===== src/rtl/ext_pkg.sv =====
/*
 * External device subsystem package
 * Bus widths, memory depth, register map and counter limit
 */
package ext_pkg;

  // Bus widths
  localparam int unsigned ADDR_W = 32;
  localparam int unsigned DATA_W = 32;

  // Slow memory, indexed by address bits 8 to 2
  localparam int unsigned MEM_WORDS = 128;
  localparam int unsigned MEM_IDX_W = 7;

  // Copy engine register map
  localparam logic [ADDR_W-1:0] REG_SRC_OFFS    = 32'h0000_0000;
  localparam logic [ADDR_W-1:0] REG_DST_OFFS    = 32'h0000_0004;
  localparam logic [ADDR_W-1:0] REG_SIZE_OFFS   = 32'h0000_0008;
  localparam logic [ADDR_W-1:0] REG_STATUS_OFFS = 32'h0000_000C;

  // STATUS bit positions
  localparam int unsigned STATUS_BUSY_BIT = 0;
  localparam int unsigned STATUS_DONE_BIT = 1;

  // GPIO high-time counter limit
  localparam int unsigned GPIO_CNT_MAX = 16;

  // Arbiter masters, host first
  localparam int unsigned NUM_MASTERS = 2;
  localparam int unsigned MST_IDX_W   = $clog2(NUM_MASTERS);
  localparam logic [MST_IDX_W-1:0] HOST_MST = MST_IDX_W'(0);
  localparam logic [MST_IDX_W-1:0] COPY_MST = MST_IDX_W'(1);

endpackage


===== src/rtl/obi_if.sv =====
/*
 * OBI bus interface
 * Request fields from the manager, grant and response from the subordinate
 */
`timescale 1ns/100ps

interface obi_if;
  import ext_pkg::*;

  // Request channel
  logic              req;
  logic              we;
  logic [ADDR_W-1:0] addr;
  logic [DATA_W-1:0] wdata;

  // Grant and response channel
  logic              gnt;
  logic              rvalid;
  logic [DATA_W-1:0] rdata;
  logic              err;

  modport manager (
    output req, we, addr, wdata,
    input  gnt, rvalid, rdata, err
  );

  modport subordinate (
    input  req, we, addr, wdata,
    output gnt, rvalid, rdata, err
  );

endinterface


===== src/rtl/reg_if.sv =====
/*
 * Register bus interface
 * Single-cycle valid/ready access from host to device
 */
`timescale 1ns/100ps

interface reg_if;
  import ext_pkg::*;

  logic              valid;
  logic              write;
  logic [ADDR_W-1:0] addr;
  logic [DATA_W-1:0] wdata;
  logic              ready;
  logic [DATA_W-1:0] rdata;

  modport host (
    output valid, write, addr, wdata,
    input  ready, rdata
  );

  modport device (
    input  valid, write, addr, wdata,
    output ready, rdata
  );

endinterface


===== src/rtl/memcopy_periph.sv =====
/*
 * Memory copy peripheral
 * Register-programmed word copy over an OBI master port with done interrupt
 */
`timescale 1ns/100ps

module memcopy_periph (
  input  logic   clk_i,
  input  logic   rst_n_i,
  reg_if.device  cfg_port,
  obi_if.manager copy_port,
  output logic   copy_intr_o
);
  import ext_pkg::*;

  typedef enum logic [2:0] {
    ST_IDLE,
    ST_RD_REQ,
    ST_RD_WAIT,
    ST_WR_REQ,
    ST_WR_WAIT
  } state_e;

  state_e            state_q;
  logic [ADDR_W-1:0] src_q;
  logic [ADDR_W-1:0] dst_q;
  logic [DATA_W-1:0] size_q;
  logic [ADDR_W-1:0] rd_addr_q;
  logic [ADDR_W-1:0] wr_addr_q;
  logic [DATA_W-1:0] left_q;
  logic [DATA_W-1:0] data_q;
  logic              done_q;
  logic              intr_q;
  logic              busy;
  logic              cfg_wr;

  assign busy   = (state_q != ST_IDLE);
  // Config writes are dropped while a copy runs
  assign cfg_wr = cfg_port.valid && cfg_port.write && !busy;

  assign cfg_port.ready = cfg_port.valid;

  always_comb begin
    cfg_port.rdata = '0;
    if (cfg_port.addr == REG_SRC_OFFS) begin
      cfg_port.rdata = src_q;
    end else if (cfg_port.addr == REG_DST_OFFS) begin
      cfg_port.rdata = dst_q;
    end else if (cfg_port.addr == REG_SIZE_OFFS) begin
      cfg_port.rdata = size_q;
    end else if (cfg_port.addr == REG_STATUS_OFFS) begin
      cfg_port.rdata[STATUS_BUSY_BIT] = busy;
      cfg_port.rdata[STATUS_DONE_BIT] = done_q;
    end
  end

  // OBI request fields
  assign copy_port.req   = (state_q == ST_RD_REQ) || (state_q == ST_WR_REQ);
  assign copy_port.we    = (state_q == ST_WR_REQ);
  assign copy_port.addr  = (state_q == ST_WR_REQ) ? wr_addr_q : rd_addr_q;
  assign copy_port.wdata = data_q;

  assign copy_intr_o = intr_q;

  always_ff @(posedge clk_i) begin
    if (!rst_n_i) begin
      state_q   <= ST_IDLE;
      src_q     <= '0;
      dst_q     <= '0;
      size_q    <= '0;
      rd_addr_q <= '0;
      wr_addr_q <= '0;
      left_q    <= '0;
      done_q    <= 1'b0;
      intr_q    <= 1'b0;
    end else begin
      intr_q <= 1'b0;
      if (cfg_wr) begin
        if (cfg_port.addr == REG_SRC_OFFS) begin
          src_q <= cfg_port.wdata;
        end else if (cfg_port.addr == REG_DST_OFFS) begin
          dst_q <= cfg_port.wdata;
        end else if (cfg_port.addr == REG_SIZE_OFFS) begin
          size_q <= cfg_port.wdata;
          if (cfg_port.wdata == '0) begin
            // Nothing to move, finish at once
            done_q <= 1'b1;
            intr_q <= 1'b1;
          end else begin
            done_q    <= 1'b0;
            state_q   <= ST_RD_REQ;
            rd_addr_q <= src_q;
            wr_addr_q <= dst_q;
            left_q    <= cfg_port.wdata;
          end
        end
      end
      case (state_q)
        ST_IDLE: ;
        ST_RD_REQ: begin
          if (copy_port.gnt) begin
            state_q <= ST_RD_WAIT;
          end
        end
        ST_RD_WAIT: begin
          if (copy_port.rvalid) begin
            state_q <= ST_WR_REQ;
          end
        end
        ST_WR_REQ: begin
          if (copy_port.gnt) begin
            state_q <= ST_WR_WAIT;
          end
        end
        ST_WR_WAIT: begin
          if (copy_port.rvalid) begin
            rd_addr_q <= rd_addr_q + ADDR_W'(4);
            wr_addr_q <= wr_addr_q + ADDR_W'(4);
            left_q    <= left_q - DATA_W'(1);
            if (left_q == DATA_W'(1)) begin
              state_q <= ST_IDLE;
              done_q  <= 1'b1;
              intr_q  <= 1'b1;
            end else begin
              state_q <= ST_RD_REQ;
            end
          end
        end
        default: state_q <= ST_IDLE;
      endcase
    end
  end

  // Word in flight between read and write
  always_ff @(posedge clk_i) begin
    if ((state_q == ST_RD_WAIT) && copy_port.rvalid) begin
      data_q <= copy_port.rdata;
    end
  end

  a_no_req_when_idle : assert property (@(posedge clk_i) disable iff (!rst_n_i)
    !busy |-> !copy_port.req);

endmodule


===== src/flat_wrapper.sv =====
// flat-port wrapper written by rule: the top's interface ports become plain ports
module memcopy_periph_flat import ext_pkg::*;
  (clk_i, rst_n_i, copy_intr_o, cfg_port_valid, cfg_port_write, cfg_port_addr, cfg_port_wdata, cfg_port_ready, cfg_port_rdata, copy_port_req, copy_port_we, copy_port_addr, copy_port_wdata, copy_port_gnt, copy_port_rvalid, copy_port_rdata, copy_port_err);
  reg_if cfg_port_i ();
  obi_if copy_port_i ();
  input  logic clk_i;
  input  logic rst_n_i;
  output logic copy_intr_o;
  input wire logic [$bits(cfg_port_i.valid)-1:0] cfg_port_valid;
  input wire logic [$bits(cfg_port_i.write)-1:0] cfg_port_write;
  input wire logic [$bits(cfg_port_i.addr)-1:0] cfg_port_addr;
  input wire logic [$bits(cfg_port_i.wdata)-1:0] cfg_port_wdata;
  output wire logic [$bits(cfg_port_i.ready)-1:0] cfg_port_ready;
  output wire logic [$bits(cfg_port_i.rdata)-1:0] cfg_port_rdata;
  output wire logic [$bits(copy_port_i.req)-1:0] copy_port_req;
  output wire logic [$bits(copy_port_i.we)-1:0] copy_port_we;
  output wire logic [$bits(copy_port_i.addr)-1:0] copy_port_addr;
  output wire logic [$bits(copy_port_i.wdata)-1:0] copy_port_wdata;
  input wire logic [$bits(copy_port_i.gnt)-1:0] copy_port_gnt;
  input wire logic [$bits(copy_port_i.rvalid)-1:0] copy_port_rvalid;
  input wire logic [$bits(copy_port_i.rdata)-1:0] copy_port_rdata;
  input wire logic [$bits(copy_port_i.err)-1:0] copy_port_err;
  assign cfg_port_i.valid = cfg_port_valid;
  assign cfg_port_i.write = cfg_port_write;
  assign cfg_port_i.addr = cfg_port_addr;
  assign cfg_port_i.wdata = cfg_port_wdata;
  assign cfg_port_ready = cfg_port_i.ready;
  assign cfg_port_rdata = cfg_port_i.rdata;
  assign copy_port_req = copy_port_i.req;
  assign copy_port_we = copy_port_i.we;
  assign copy_port_addr = copy_port_i.addr;
  assign copy_port_wdata = copy_port_i.wdata;
  assign copy_port_i.gnt = copy_port_gnt;
  assign copy_port_i.rvalid = copy_port_rvalid;
  assign copy_port_i.rdata = copy_port_rdata;
  assign copy_port_i.err = copy_port_err;
  memcopy_periph u_core (.clk_i(clk_i), .rst_n_i(rst_n_i), .cfg_port(cfg_port_i), .copy_port(copy_port_i), .copy_intr_o(copy_intr_o));
endmodule

===== config.mk =====
export PLATFORM = sky130hd
export DESIGN_NAME = memcopy_periph_flat
export DESIGN_NICKNAME = d
export VERILOG_FILES = /design/src/rtl/ext_pkg.sv /design/src/rtl/obi_if.sv /design/src/rtl/reg_if.sv /design/src/rtl/memcopy_periph.sv /design/src/flat_wrapper.sv
export SDC_FILE = /design/constraint.sdc
export NUM_CORES = 1
export LEC_CHECK = 0
export ABC_AREA = 1
export BUFFER_PORTS_ARGS = -buffer_cell sky130_fd_sc_hd__buf_4
export CELL_PAD_IN_SITES_DETAIL_PLACEMENT = 1
export CELL_PAD_IN_SITES_GLOBAL_PLACEMENT = 1
export CORE_MARGIN = 2
export CORE_UTILIZATION = 43
export CTS_BUF_LIST = sky130_fd_sc_hd__clkbuf_4 sky130_fd_sc_hd__clkbuf_8 sky130_fd_sc_hd__clkbuf_16
export DETAILED_ROUTE_END_ITERATION = 12
export GPL_TIMING_DRIVEN = 0
export PLACE_DENSITY = 0.83
export SYNTH_ARGS = -nofsm -noshare
export SYNTH_HDL_FRONTEND = slang
export SYNTH_SLANG_ARGS = --single-unit

===== constraint.sdc =====
create_clock -name clk_i -period 5 [get_ports clk_i]
set_input_delay 1 -clock clk_i [delete_from_list [all_inputs] [get_ports clk_i]]
set_output_delay 1 -clock clk_i [all_outputs]
set_load 0.02 [all_outputs]

* Word-level counts from Yosys, hierarchy flattened
Index checks and enable logic that the tools add are counted. W data, S select, Z words.
Storage, ports and cells: logic and storage cells 88, bits in registers 229, memories kept 0, output and inout port bits 100, bits of input ports 103, bits in latches 0, ROM bits 0, memory bits (writable) 0
Operators by class: multiply operators 0, bitwise gates (word level) 2, div/mod/pow operators 0, reductions and logical operators 12, order comparisons 0, shift operators 0, multiplexer cells 53, equality and inequality tests 8, $add $sub $neg 3
Operators with widths (number):
- $mux W32 | 24
- $add A32 B3 Y32 const B | 2
- $eq A32 B4 Y1 const B | 2
- $logic_not A32 Y1 | 2
- $eq A32 B1 Y1 const B | 1
- $eq A32 B3 Y1 const B | 1
- $sub A32 B1 Y32 const B | 1
- $mux W30 | 1
- $mux W3 | 9
- $mux W1 | 16
- $pmux W3 S5 | 1
- $eq A3 B2 Y1 const B | 2
- $mux W2 | 2
- $reduce_and A4 Y1 | 1
- $eq A3 B1 Y1 const B | 1
- $eq A3 B3 Y1 const B | 1
- $logic_and A1 B1 Y1 | 3
- $logic_not A3 Y1 | 1
- $reduce_and A3 Y1 | 1
- $reduce_bool A3 Y1 | 1
- $not A1 Y1 | 2
- $reduce_and A2 Y1 | 1
- $logic_not A1 Y1 | 1
- $logic_or A1 B1 Y1 | 1

* Depth between registers and ports, before layout
Gate-level depths: netlist of the first run.
word-level depth 9, depth in mapped cells 14, depth with buffers taken out 14

* Worst setup path before layout of the first run
Ideal clock, no wire load.
path kind input port to output port, from in cfg_port_addr[31], to out cfg_port_rdata[23], path slack 1263 ps, buffers on the path 1, data arrival time 2737 ps, stages 8, required time 4000 ps, cells stage by stage nor2_1 > nand2_1 > nor2_2 > nand2_2 > nor2_4 > inv_1 > clkbuf_1 > o311ai_0
Between the ends: word-level cells in the longest chain between the ends 4, elaborated cells on any way between the ends 6, those cells by class eq/ne (2); mux (3); reduce/logical (1)
Ends and longest elaborated chain:
- from (decl) | RTL line flat_wrapper.sv:11 | input wire logic [$bits(cfg_port_i.addr)-1:0] cfg_port_addr;
- $eq A32 B4 Y1 | RTL line memcopy_periph.sv:49 | end else if (cfg_port.addr == REG_SIZE_OFFS) begin
- $mux W30 | RTL line memcopy_periph.sv:49
- $mux W32 | RTL line memcopy_periph.sv:47 | end else if (cfg_port.addr == REG_DST_OFFS) begin
- $mux W32 * | RTL line memcopy_periph.sv:45 | if (cfg_port.addr == REG_SRC_OFFS) begin
- to (decl) | RTL line flat_wrapper.sv:14 | output wire logic [$bits(cfg_port_i.rdata)-1:0] cfg_port_rdata;
Mark *: on every way between the ends. The rest lies on a longest branch, timed or not.

* Worst setup path after layout of the first run
from in cfg_port_addr[11], to out cfg_port_rdata[15]
The elaborated chain is that of the path after synthesis.

==> results of run 1 <==
## per-layer routing
| layer | GRT usage (%) | part of all wire [%] | up-vias |
|---|---|---|---|
| li1 | - | - | 6898 |
| met1 | 48.45 | 42 | 7315 |
| met2 | 62.27 | 46 | 616 |
| met3 | 5.900 | 7.0 | 149 |
| met4 | 16.43 | 4.8 | 0 |
| met5 | 0 | 0 | - |
## logic make-up (layout without fill, tap and decap cells)
kind of cell	count (synthesis)	in the layout	synth area share, %
buffers and inverters	352	603	10.93
XOR/XNOR	12	12	0.8214
flip-flops	229	229	38.33
adder cells (fa/ha/maj)	4	4	0.3911
AND/OR/NAND/NOR	1041	1041	34.67
AO/OA/AOI/OAI	349	349	14.85
## how the worst min path moves through the flow
| stage | start | to | slack [ps] |
|---|---|---|---|
| after floorplan | u_core.size_q[10]$_SDFFE_PN0P_ | u_core.size_q[10]$_SDFFE_PN0P_ | 420 |
| after global placement | u_core.size_q[5]$_SDFFE_PN0P_ | u_core.size_q[5]$_SDFFE_PN0P_ | 430 |
| after detailed placement | u_core.size_q[23]$_SDFFE_PN0P_ | u_core.size_q[23]$_SDFFE_PN0P_ | 440 |
| after CTS | u_core.size_q[23]$_SDFFE_PN0P_ | u_core.size_q[23]$_SDFFE_PN0P_ | 450 |
| after global routing | u_core.size_q[16]$_SDFFE_PN0P_ | u_core.size_q[16]$_SDFFE_PN0P_ | 470 |
| final | u_core.size_q[5]$_SDFFE_PN0P_ | u_core.size_q[5]$_SDFFE_PN0P_ | 450 |
## worst max-delay path: cells and delay by family
kind,cells,cell delay [ps]
and+or+nand+nor,6,1240
buffers and inverters,3,890
AOI/OAI and AO/OA,1,240
## layout by cell type, fill, tap and decap left out, drive strengths merged, types with 32 or more instances in the layout
master,synthesis,routed
edfxtp,32,32
dfxtp,197,197
inv,245,246
nor2,248,248
nand3,154,154
clkbuf,60,97
o21ai,191,191
nand4,39,39
a21oi,106,106
buf,45,246
nand2,549,549
## sequential cells by signal, summed over array words and instances (netlist names)
signal / flops
u_core.wr_addr_q: 32
u_core.src_q: 32
u_core.done_q: 1
u_core.copy_intr_o: 1
u_core.left_q: 32
u_core.dst_q: 32
u_core.copy_port.wdata: 32
u_core.state_q: 3
u_core.rd_addr_q: 32
u_core.size_q: 32
## power by group
group / leakage, uW / switching, uW / internal [uW]
Sequential: 0.00187 / 0.000000199 / 1860
Clock: 0.000445 / 858 / 1150
Combinational: 0.00473 / 117 / 72.8
## cell type report
cell class	count	share of cell area (%)
sequential	229	31.27
buffer	105	3.007
clock inverter	13	0.6541
tap	390	3.111
multi-input combinational	1406	41.44
timing repair buffer	201	9.620
inverter	247	5.911
clock buffer	37	4.986
## per-stage QoR
step / total power (uW) / worst slack (ps) / cell area, um2 / hold slack, ps / utilization (%)
6_report: 4060 / 633.3 / 15690 / 452.2 / 53.20
5_1_grt: 4158 / 474.4 / 15690 / 466.3 / 53.20
4_1_cts: 4071 / 707.2 / 15690 / 450.7 / 53.20
3_5_place_dp: 2088 / 715.4 / 14800 / 442.0 / 50.20
3_3_place_gp: 2083 / 758.9 / 14790 / 434.0 / 50.18
2_1_floorplan: 1965 / 1263 / 12800 / 424.7 / -
==> run_results.csv, run 1 <==
group,metric,value,unit
global_route,grt_first_pass_wirelength,88640,um
routing,route.antenna.remaining_nets,0,
routing,drc,0,
power,static-leakage-power,0.007047,uW
power,ir_drop,0.2303,mV
critical_path,endpoint_kind,"primary output",
synthesis,synthesis.area,12800,um2
critical_path,r2r_start,"u_core.state_q[1]$_SDFF_PN0_",
timing,report.final.hold_viol_count,0,
power,powerDensity,258.8,nW/um2
place,place.port_buffers,201,
timing,slew_headroom,17.27,%
place,finalWeightedCongestion,0.9959,
final_layout,register_area,4905,um2
critical_path,cp_cell_sequence,"buf_4 > nor2_1 > nand2_1 > nor2_4 > nand2_1 > nor4_2 > clkbuf_1 > nand2_1 > o311ai_0 > buf_4",
routing,total_number_of_vias,14980,
floorplan,fp.dieW,176.5,um
run_status,outcome,"finished, final reports clean",
place,post-place-cells,2578,
timing,fin_crit,4367,ps
routing,detail_route.wirelength,59310,um
cts,clk_path_buf_depth,3,
floorplan,floorplan.initialDensity,43.40,%
timing,worst-slew-pin-transition,1241,ps
routing,avgRoutedWirePerCell,22.57,um
floorplan,dieHeight,176.5,um
floorplan,num_rows,63,
synthesis,number_of_cells_produced_by_synthesis,1987,
critical_path,worstSetupPathType,"in -> out",
final_layout,diodes,0,
floorplan,core_area,29480,um2
cts,cts-resized-gates,0,
floorplan,ioPinCount,203,
critical_path,worstReg2RegEnd,"u_core.rd_addr_q[11]$_SDFF_PN0_",
cts,worstSkewPairLatency,570,ps
synthesis,number_of_enable_type_register_cells_in_the_synthesized_netlist,32,
synthesis,synth_top_cell_area_share,30.82,%
critical_path,slowest_delay,670,ps
timing,fin_skew,13.24,ps
synthesis,syn_avg_cell_area,6.440,um2
final_layout,layout-drive-gt1-share,14.30,%
global_route,grt_pass1_vias,14780,
critical_path,worst_r2r_path_depth,9,
synthesis,synth_most_common_cell,"sky130_fd_sc_hd__nand2_1",
cts,post_cts.repair.setup_buffers,0,
critical_path,critPathArrivalTime,3370,ps
critical_path,critical_path_required,4000,ps
hold_path,worstHoldPathType,"reg -> reg",
global_route,grt_start_max_net_pins,33,
timing,final.period_utilization,87.33,%
critical_path,critical_path.endpoint,"cfg_port_rdata[15]",
cts,root_driver,"sky130_fd_sc_hd__clkbuf_16",
critical_path,crit_path_max_fanout,10,
global_route,globalRoute.totalOverflow,0,
global_route,antenna_found_initial,0,
floorplan,design.die.area,31150,um2
synthesis,postSynthRegisterBits,229,
critical_path,critical_path.startpoint_type,"input pin",
final_layout,multi_input_combinational_cell_area,6500,um2
synthesis,synth_common_cells,"546 x sky130_fd_sc_hd__nand2_1, 241 x sky130_fd_sc_hd__inv_1, 231 x sky130_fd_sc_hd__nor2_1, 197 x sky130_fd_sc_hd__dfxtp_1, 185 x sky130_fd_sc_hd__o21ai_0",
final_layout,areaGrowthSynthToFinish,22.58,%
cts,tritoncts_buffer_count,27,
synthesis,netlist_top_cells_area,"sky130_fd_sc_hd__dfxtp_1 31%, sky130_fd_sc_hd__nand2_1 16%, sky130_fd_sc_hd__edfxtp_1 7.5%, sky130_fd_sc_hd__o21ai_0 7.2%, sky130_fd_sc_hd__inv_1 7.1%",
critical_path,crit_start,"cfg_port_addr[11]",
cts,tritoncts,"built",
global_route,grt_util_all_layers,37.61,%
synthesis,yosys_most_used_dff,"sky130_fd_sc_hd__dfxtp_1",
routing,drtPass1Iterations,6,
routing,vias_per_cell,5.699,
flow_run,drv_cap,0,
critical_path,cpMostUsedCell,"sky130_fd_sc_hd__nand2_1",
final_layout,final-instance-count-excl-fill,2628,
timing,max_freq,0.2290,GHz
cts,htree_num_levels,1,
timing,drv_slew,0,
final_layout,filler_cell_count,4025,
synthesis,asyncSetResetFlopFracSynth,0,%
timing,setup-violations-final,0,
timing,fin_setup_tns,0,ps
critical_path,timing.reg2reg.setup_slack,1850,ps
cts,clkSlewWorstSetupHoldPaths,60,ps
routing,dr.first_iter.drc_count,1488,
final_layout,num-nets-final,2324,
cts,cts_num_sinks,229,
timing,grt_setup_unrepaired,"false",
cts,post_cts_hold_buffers,0,
synthesis,yosysWarningCount,0,
synthesis,synth_nets,2094,
critical_path,cpMaxStageDelayCell,"sky130_fd_sc_hd__nor4_2",
hold_path,hold-path-cell-count,2,
synthesis,yosys.area.top_type,"sky130_fd_sc_hd__dfxtp_1",
synthesis,synth-seq-area-share,38.33,%
place,dpl.hpwl,45170,um
synthesis,synth.distinct_cells,44,
(Power assumes the default switching activity.)
==> run 2: changes to the inputs <==
CAP_MARGIN = 15   (was not set)
CTS_CLUSTER_SIZE = 12   (was not set)
PLACE_DENSITY = not set   (was 0.83)
PLACE_DENSITY_LB_ADDON = 0.1   (was not set)
==> run_results.csv, run 2 (synthesized netlist as in run 1, its figures left out) <==
group,metric,value,unit
routing,drtPass1Iterations,5,
power,seqPwrFrac,44.4,%
cts,cts-resized-gates,0,
place,post-place-cells,2578,
cts,tritoncts_buffer_count,28,
power,static-leakage-power,0.007081,uW
routing,dr.first_iter.drc_count,1229,
floorplan,design.die.area,31150,um2
routing,total_number_of_vias,14940,
floorplan,num_rows,63,
timing,fin_setup_tns,0,ps
floorplan,core_area,29480,um2
critical_path,cpMaxStageDelayCell,"sky130_fd_sc_hd__o311ai_0",
global_route,grt_first_pass_wirelength,89530,um
final_layout,num-nets-final,2325,
final_layout,fin_util,53.44,%
final_layout,leading_cell_type_in_the_layout_fill_and_taps_excluded,"sky130_fd_sc_hd__nand2_1",
power,p_sw,997.9,uW
power,ir_drop,0.2103,mV
cts,post_cts.repair.setup_buffers,0,
final_layout,layout-drive-gt1-share,14.55,%
power,powerDensity,266.4,nW/um2
global_route,grt_pass1_vias,14840,
timing,worst-slew-pin-transition,1116,ps
routing,drc,0,
place,dpl.hpwl,45050,um
cts,worstSkewPairLatency,560,ps
timing,report.final.hold_viol_count,0,
power,pwr-share-comb,4.5,%
run_status,outcome,"finished, final reports clean",
global_route,grt_start_max_net_pins,33,
cts,clk_path_buf_depth,3,
critical_path,crit_path_max_fanout,10,
cts,tritoncts,"built",
power,pwr-share-clk,51.0,%
cts,clkSlewWorstSetupHoldPaths,60,ps
flow_run,drv_cap,0,
routing,detail_route.wirelength,59510,um
critical_path,worstSetupPathType,"in -> out",
cts,post_cts_hold_buffers,0,
timing,fin_crit,4500,ps
timing,grt_setup_unrepaired,"false",
critical_path,cp_cell_sequence,"buf_4 > nor2_1 > nand3_1 > nor2_1 > nand2_1 > nor2_4 > inv_1 > clkbuf_1 > o311ai_0 > buf_4",
place,dpl_worst_slack,643.3,ps
cts,cts_num_sinks,229,
floorplan,floorplan.initialDensity,43.40,%
final_layout,areaGrowthSynthToFinish,23.12,%
timing,final.setup.worst_slack,500.3,ps
routing,route.antenna.remaining_nets,0,
floorplan,fp.dieW,176.5,um
final_layout,final_cell_mix,"546 x sky130_fd_sc_hd__nand2_1, 241 x sky130_fd_sc_hd__inv_1, 230 x sky130_fd_sc_hd__nor2_1",
hold_path,hold-path-cell-count,2,
global_route,globalRoute.totalOverflow,0,
critical_path,slowest_delay,870,ps
critical_path,endpoint_kind,"primary output",
floorplan,dieHeight,176.5,um
global_route,grt_util_all_layers,37.92,%
critical_path,cpLargestDelayFamily,"compound AO/OA/AOI/OAI gates",
timing,hold_slack,449.3,ps
timing,final.period_utilization,89.99,%
final_layout,final-instance-count-excl-fill,2631,
floorplan,ioPinCount,203,
critical_path,critPathArrivalTime,3500,ps
critical_path,crit_path_depth,10,
cts,root_driver,"sky130_fd_sc_hd__clkbuf_16",
critical_path,critical_path.startpoint_type,"input pin",
power,p_sw_share,23.78,%
timing,fin_skew,10.75,ps
routing,vias_per_cell,5.677,
place,finalWeightedCongestion,0.9951,
critical_path,cp.buffers_inverters,4,
cts,htree_num_levels,1,
critical_path,critical_path_required,4000,ps
global_route,antenna_found_initial,3,
timing,drv_slew,0,
place,place.port_buffers,201,
timing,setup-violations-final,0,
power,internal_power,3198,uW
routing,avgRoutedWirePerCell,22.62,um
timing,slew_headroom,25.62,%
timing,max_freq,0.2222,GHz
hold_path,worstHoldPathType,"reg -> reg",
critical_path,worst_r2r_path_depth,8,
## run 2: cell types whose count changed in the layout (fill, tap and decap cells not counted)
cell,change
sky130_fd_sc_hd__clkbuf_16,+2
sky130_fd_sc_hd__bufinv_16,+1
sky130_fd_sc_hd__diode_2,+1
sky130_fd_sc_hd__inv_16,-1
sky130_fd_sc_hd__clkinv_2,+3
sky130_fd_sc_hd__clkinvlp_4,+1
sky130_fd_sc_hd__clkinv_1,-4
## run 2: area by class of cell
cell class	instances	area (um2)
clock buffer	39	832.0
tap	390	488.0
buffer	105	471.7
sequential	229	4905
multi-input combinational	1406	6500
clock inverter	13	120.1
inverter	247	927.1
timing repair buffer	201	1509
fill	4004	13730
antenna	1	2.502
## run 2: power by group through the flow
| stage | clock network (uW) | logic [uW] | registers [uW] |
|---|---|---|---|
| 3_3_place_gp | 0 | 180 | 1900 |
| 6_report | 2140 | 191 | 1860 |
| 2_1_floorplan | 0 | 60.1 | 1900 |
| 3_5_place_dp | 0 | 186 | 1900 |
| 4_1_cts | 2130 | 187 | 1860 |
| 5_1_grt | 2210 | 202 | 1860 |
## run 2: through the flow
stage / instance area, um2 / total power, uW
after global placement: 14790 / 2085
after CTS: 15750 / 4182
after global routing: 15750 / 4276
after detailed placement: 14800 / 2091
final: 15760 / 4196
after floorplan: 12800 / 1965
## run 2: final timing paths
check,from,end,slack [ps]
hold / removal,u_core.size_q[6]$_SDFFE_PN0P_,u_core.size_q[6]$_SDFFE_PN0P_,450
setup reg to reg,u_core.state_q[1]$_SDFF_PN0_,u_core.left_q[31]$_SDFF_PN0_,1940
hold reg to reg,u_core.size_q[6]$_SDFFE_PN0P_,u_core.size_q[6]$_SDFFE_PN0P_,450
setup / recovery,cfg_port_addr[1],cfg_port_rdata[15],500
## run 2: worst reg2reg max path, delay by kind of cell, from the launching register on
family	cells	cell delay [ps]
flip-flops	1	320
AND/OR/NAND/NOR	7	1780
buffers and inverters	1	900
## run 2: layer usage
layer / GRT usage, % / vias up / share of wire (%)
met3: 5.491 / 142 / 6.9
met2: 63.31 / 574 / 47
met1: 48.42 / 7314 / 41
met4: 17.29 / 6 / 4.7
li1: - / 6901 / -
met5: 0 / - / 0.059
==> run 3: changes to the inputs <==
CORE_ASPECT_RATIO = 1.5   (was not set)
==> run_results.csv, run 3 (synthesized netlist as in run 1, its figures left out) <==
group,metric,value,unit
critical_path,critical_path.startpoint_type,"input pin",
timing,final.period_utilization,88.77,%
hold_path,hold_path_end,"u_core.size_q[29]$_SDFFE_PN0P_",
timing,max_freq,0.2253,GHz
critical_path,crit_path_max_fanout,10,
routing,detail_route.wirelength,59200,um
cts,worstSkewPairLatency,560,ps
critical_path,worstSetupPathType,"in -> out",
timing,fin_skew,23.92,ps
critical_path,timing.reg2reg.setup_slack,1960,ps
final_layout,layout-drive-gt1-share,14.21,%
routing,dr.first_iter.drc_count,801,
global_route,met3_usage,6.127,%
routing,drtPass1Iterations,8,
routing,avgRoutedWirePerCell,22.54,um
cts,root_driver,"sky130_fd_sc_hd__clkbuf_16",
place,place.port_buffers,201,
critical_path,worst_r2r_path_depth,9,
global_route,antenna_found_initial,3,
floorplan,fp.dieW,144.9,um
run_status,outcome,"finished, final reports clean",
routing,total_number_of_vias,14860,
global_route,grt_start_max_net_pins,33,
routing,vias_per_cell,5.658,
cts,tritoncts,"built",
timing,setup-violations-final,0,
final_layout,final_cell_mix,"546 x sky130_fd_sc_hd__nand2_1, 241 x sky130_fd_sc_hd__inv_1, 230 x sky130_fd_sc_hd__nor2_1",
global_route,globalRoute.totalOverflow,0,
place,finalWeightedCongestion,1.005,
global_route,grt_util_all_layers,37.75,%
final_layout,leading_cell_type_in_the_layout_fill_and_taps_excluded,"sky130_fd_sc_hd__nand2_1",
power,total_power,3995,uW
flow_run,drv_cap,0,
critical_path,critical_path_required,4000,ps
global_route,grt_first_pass_wirelength,88600,um
global_route,met1_grt_util,41.47,%
cts,tritoncts_buffer_count,25,
cts,clkSlewWorstSetupHoldPaths,60,ps
cts,htree_num_levels,1,
final_layout,areaGrowthSynthToFinish,22.16,%
cts,cts_num_sinks,229,
routing,route.antenna.remaining_nets,0,
final_layout,num-nets-final,2322,
place,dpl_cell_area,14810,um2
power,ir_drop,0.2265,mV
routing,drc,0,
global_route,grt_busiest_layer,"met2",
final_layout,filler_cell_count,4020,
floorplan,design.die.area,31180,um2
final_layout,fin_util,53.20,%
floorplan,ioPinCount,203,
timing,worst-slew-pin-transition,1185,ps
critical_path,critPathArrivalTime,3440,ps
floorplan,core_area,29380,um2
place,dpl.hpwl,45960,um
cts,clk_path_buf_depth,3,
power,static-leakage-power,0.007017,uW
hold_path,hold-path-cell-count,2,
timing,fin_setup_tns,0,ps
floorplan,num_rows,77,
power,powerDensity,255.6,nW/um2
cts,post_cts_hold_buffers,0,
floorplan,floorplan.initialDensity,43.55,%
hold_path,timing.hold.worst.start,"u_core.size_q[29]$_SDFFE_PN0P_",
hold_path,worstHoldPathType,"reg -> reg",
final_layout,post-route-cell-area,15630,um2
critical_path,worstReg2RegEnd,"u_core.rd_addr_q[6]$_SDFF_PN0_",
timing,grt_setup_unrepaired,"false",
floorplan,dieHeight,215.3,um
cts,cts-resized-gates,0,
critical_path,endpoint_kind,"primary output",
cts,post_cts.repair.setup_buffers,0,
timing,fin_crit,4439,ps
critical_path,r2r_start,"u_core.state_q[1]$_SDFF_PN0_",
global_route,grt_pass1_vias,15220,
timing,drv_slew,0,
timing,report.final.hold_viol_count,0,
timing,slew_headroom,20.30,%
global_route,grtUsageMet2,65.39,%
run 3: cell types whose count changed in the layout (fill, tap and decap cells not counted), sizes merged:
cell / previous run / this run
clkbuf: 99 / 97
inv: 245 / 246
clkinvlp: 2 / 0
clkinv: 11 / 5
run 3: final cells by class:
| class | instances | area, um2 | share of cell area, % |
|---|---|---|---|
| clock buffers | 37 | 734.5 | 4.699 |
| flip-flops and latches | 229 | 4905 | 31.38 |
| clock inverters | 6 | 87.58 | 0.5603 |
| plain buffers | 105 | 471.7 | 3.018 |
| inverters | 247 | 927.1 | 5.931 |
| multi-input cells | 1406 | 6500 | 41.58 |
| diodes | 1 | 2.502 | 0.01601 |
| well taps | 395 | 494.2 | 3.162 |
| repair buffers | 201 | 1509 | 9.653 |
run 3: worst max-delay path by stage:
stage	start	to	slack, ps	depth (start not counted)
floorplan	cfg_port_addr[31]	cfg_port_rdata[23]	1260	8
global placement	cfg_port_addr[29]	cfg_port_rdata[13]	680	10
detailed placement	cfg_port_addr[31]	cfg_port_rdata[13]	640	10
CTS	cfg_port_addr[11]	cfg_port_rdata[16]	620	10
global route	cfg_port_addr[1]	cfg_port_rdata[16]	420	10
finish	cfg_port_addr[1]	cfg_port_rdata[16]	560	10
run 3: power breakdown:
group / internal (uW) / switching, uW
clock: 1120 / 823
combinational: 73.0 / 117
sequential: 1860 / 0.000000201
total: 3050 / 940
run 3: per-stage QoR:
stage,hold WS (ps),instances,setup slack (ps)
2_1_floorplan,424.7,1987,1263
3_3_place_gp,434.4,2583,680.0
3_5_place_dp,444.3,2583,642.8
4_1_cts,453.3,2626,617.3
5_1_grt,472.0,2626,424.6
6_report,449.6,2627,561.5
run 3: layer usage:
layer	vias up	part of all wire [%]
li1	6893	-
met1	7156	37
met2	603	49
met3	208	6.1
met4	4	7.8
met5	-	0.046
run 3: worst max-delay path, cell delays in order:
cell and delay (ps):
sky130_fd_sc_hd__buf_4 110, sky130_fd_sc_hd__nor2_1 180, sky130_fd_sc_hd__nand3_1 100, sky130_fd_sc_hd__nor2_1 110, sky130_fd_sc_hd__nand2_1 110, sky130_fd_sc_hd__nor2_4 290, sky130_fd_sc_hd__inv_1 130, sky130_fd_sc_hd__clkbuf_1 270
sky130_fd_sc_hd__o311ai_0 830, sky130_fd_sc_hd__buf_4 280
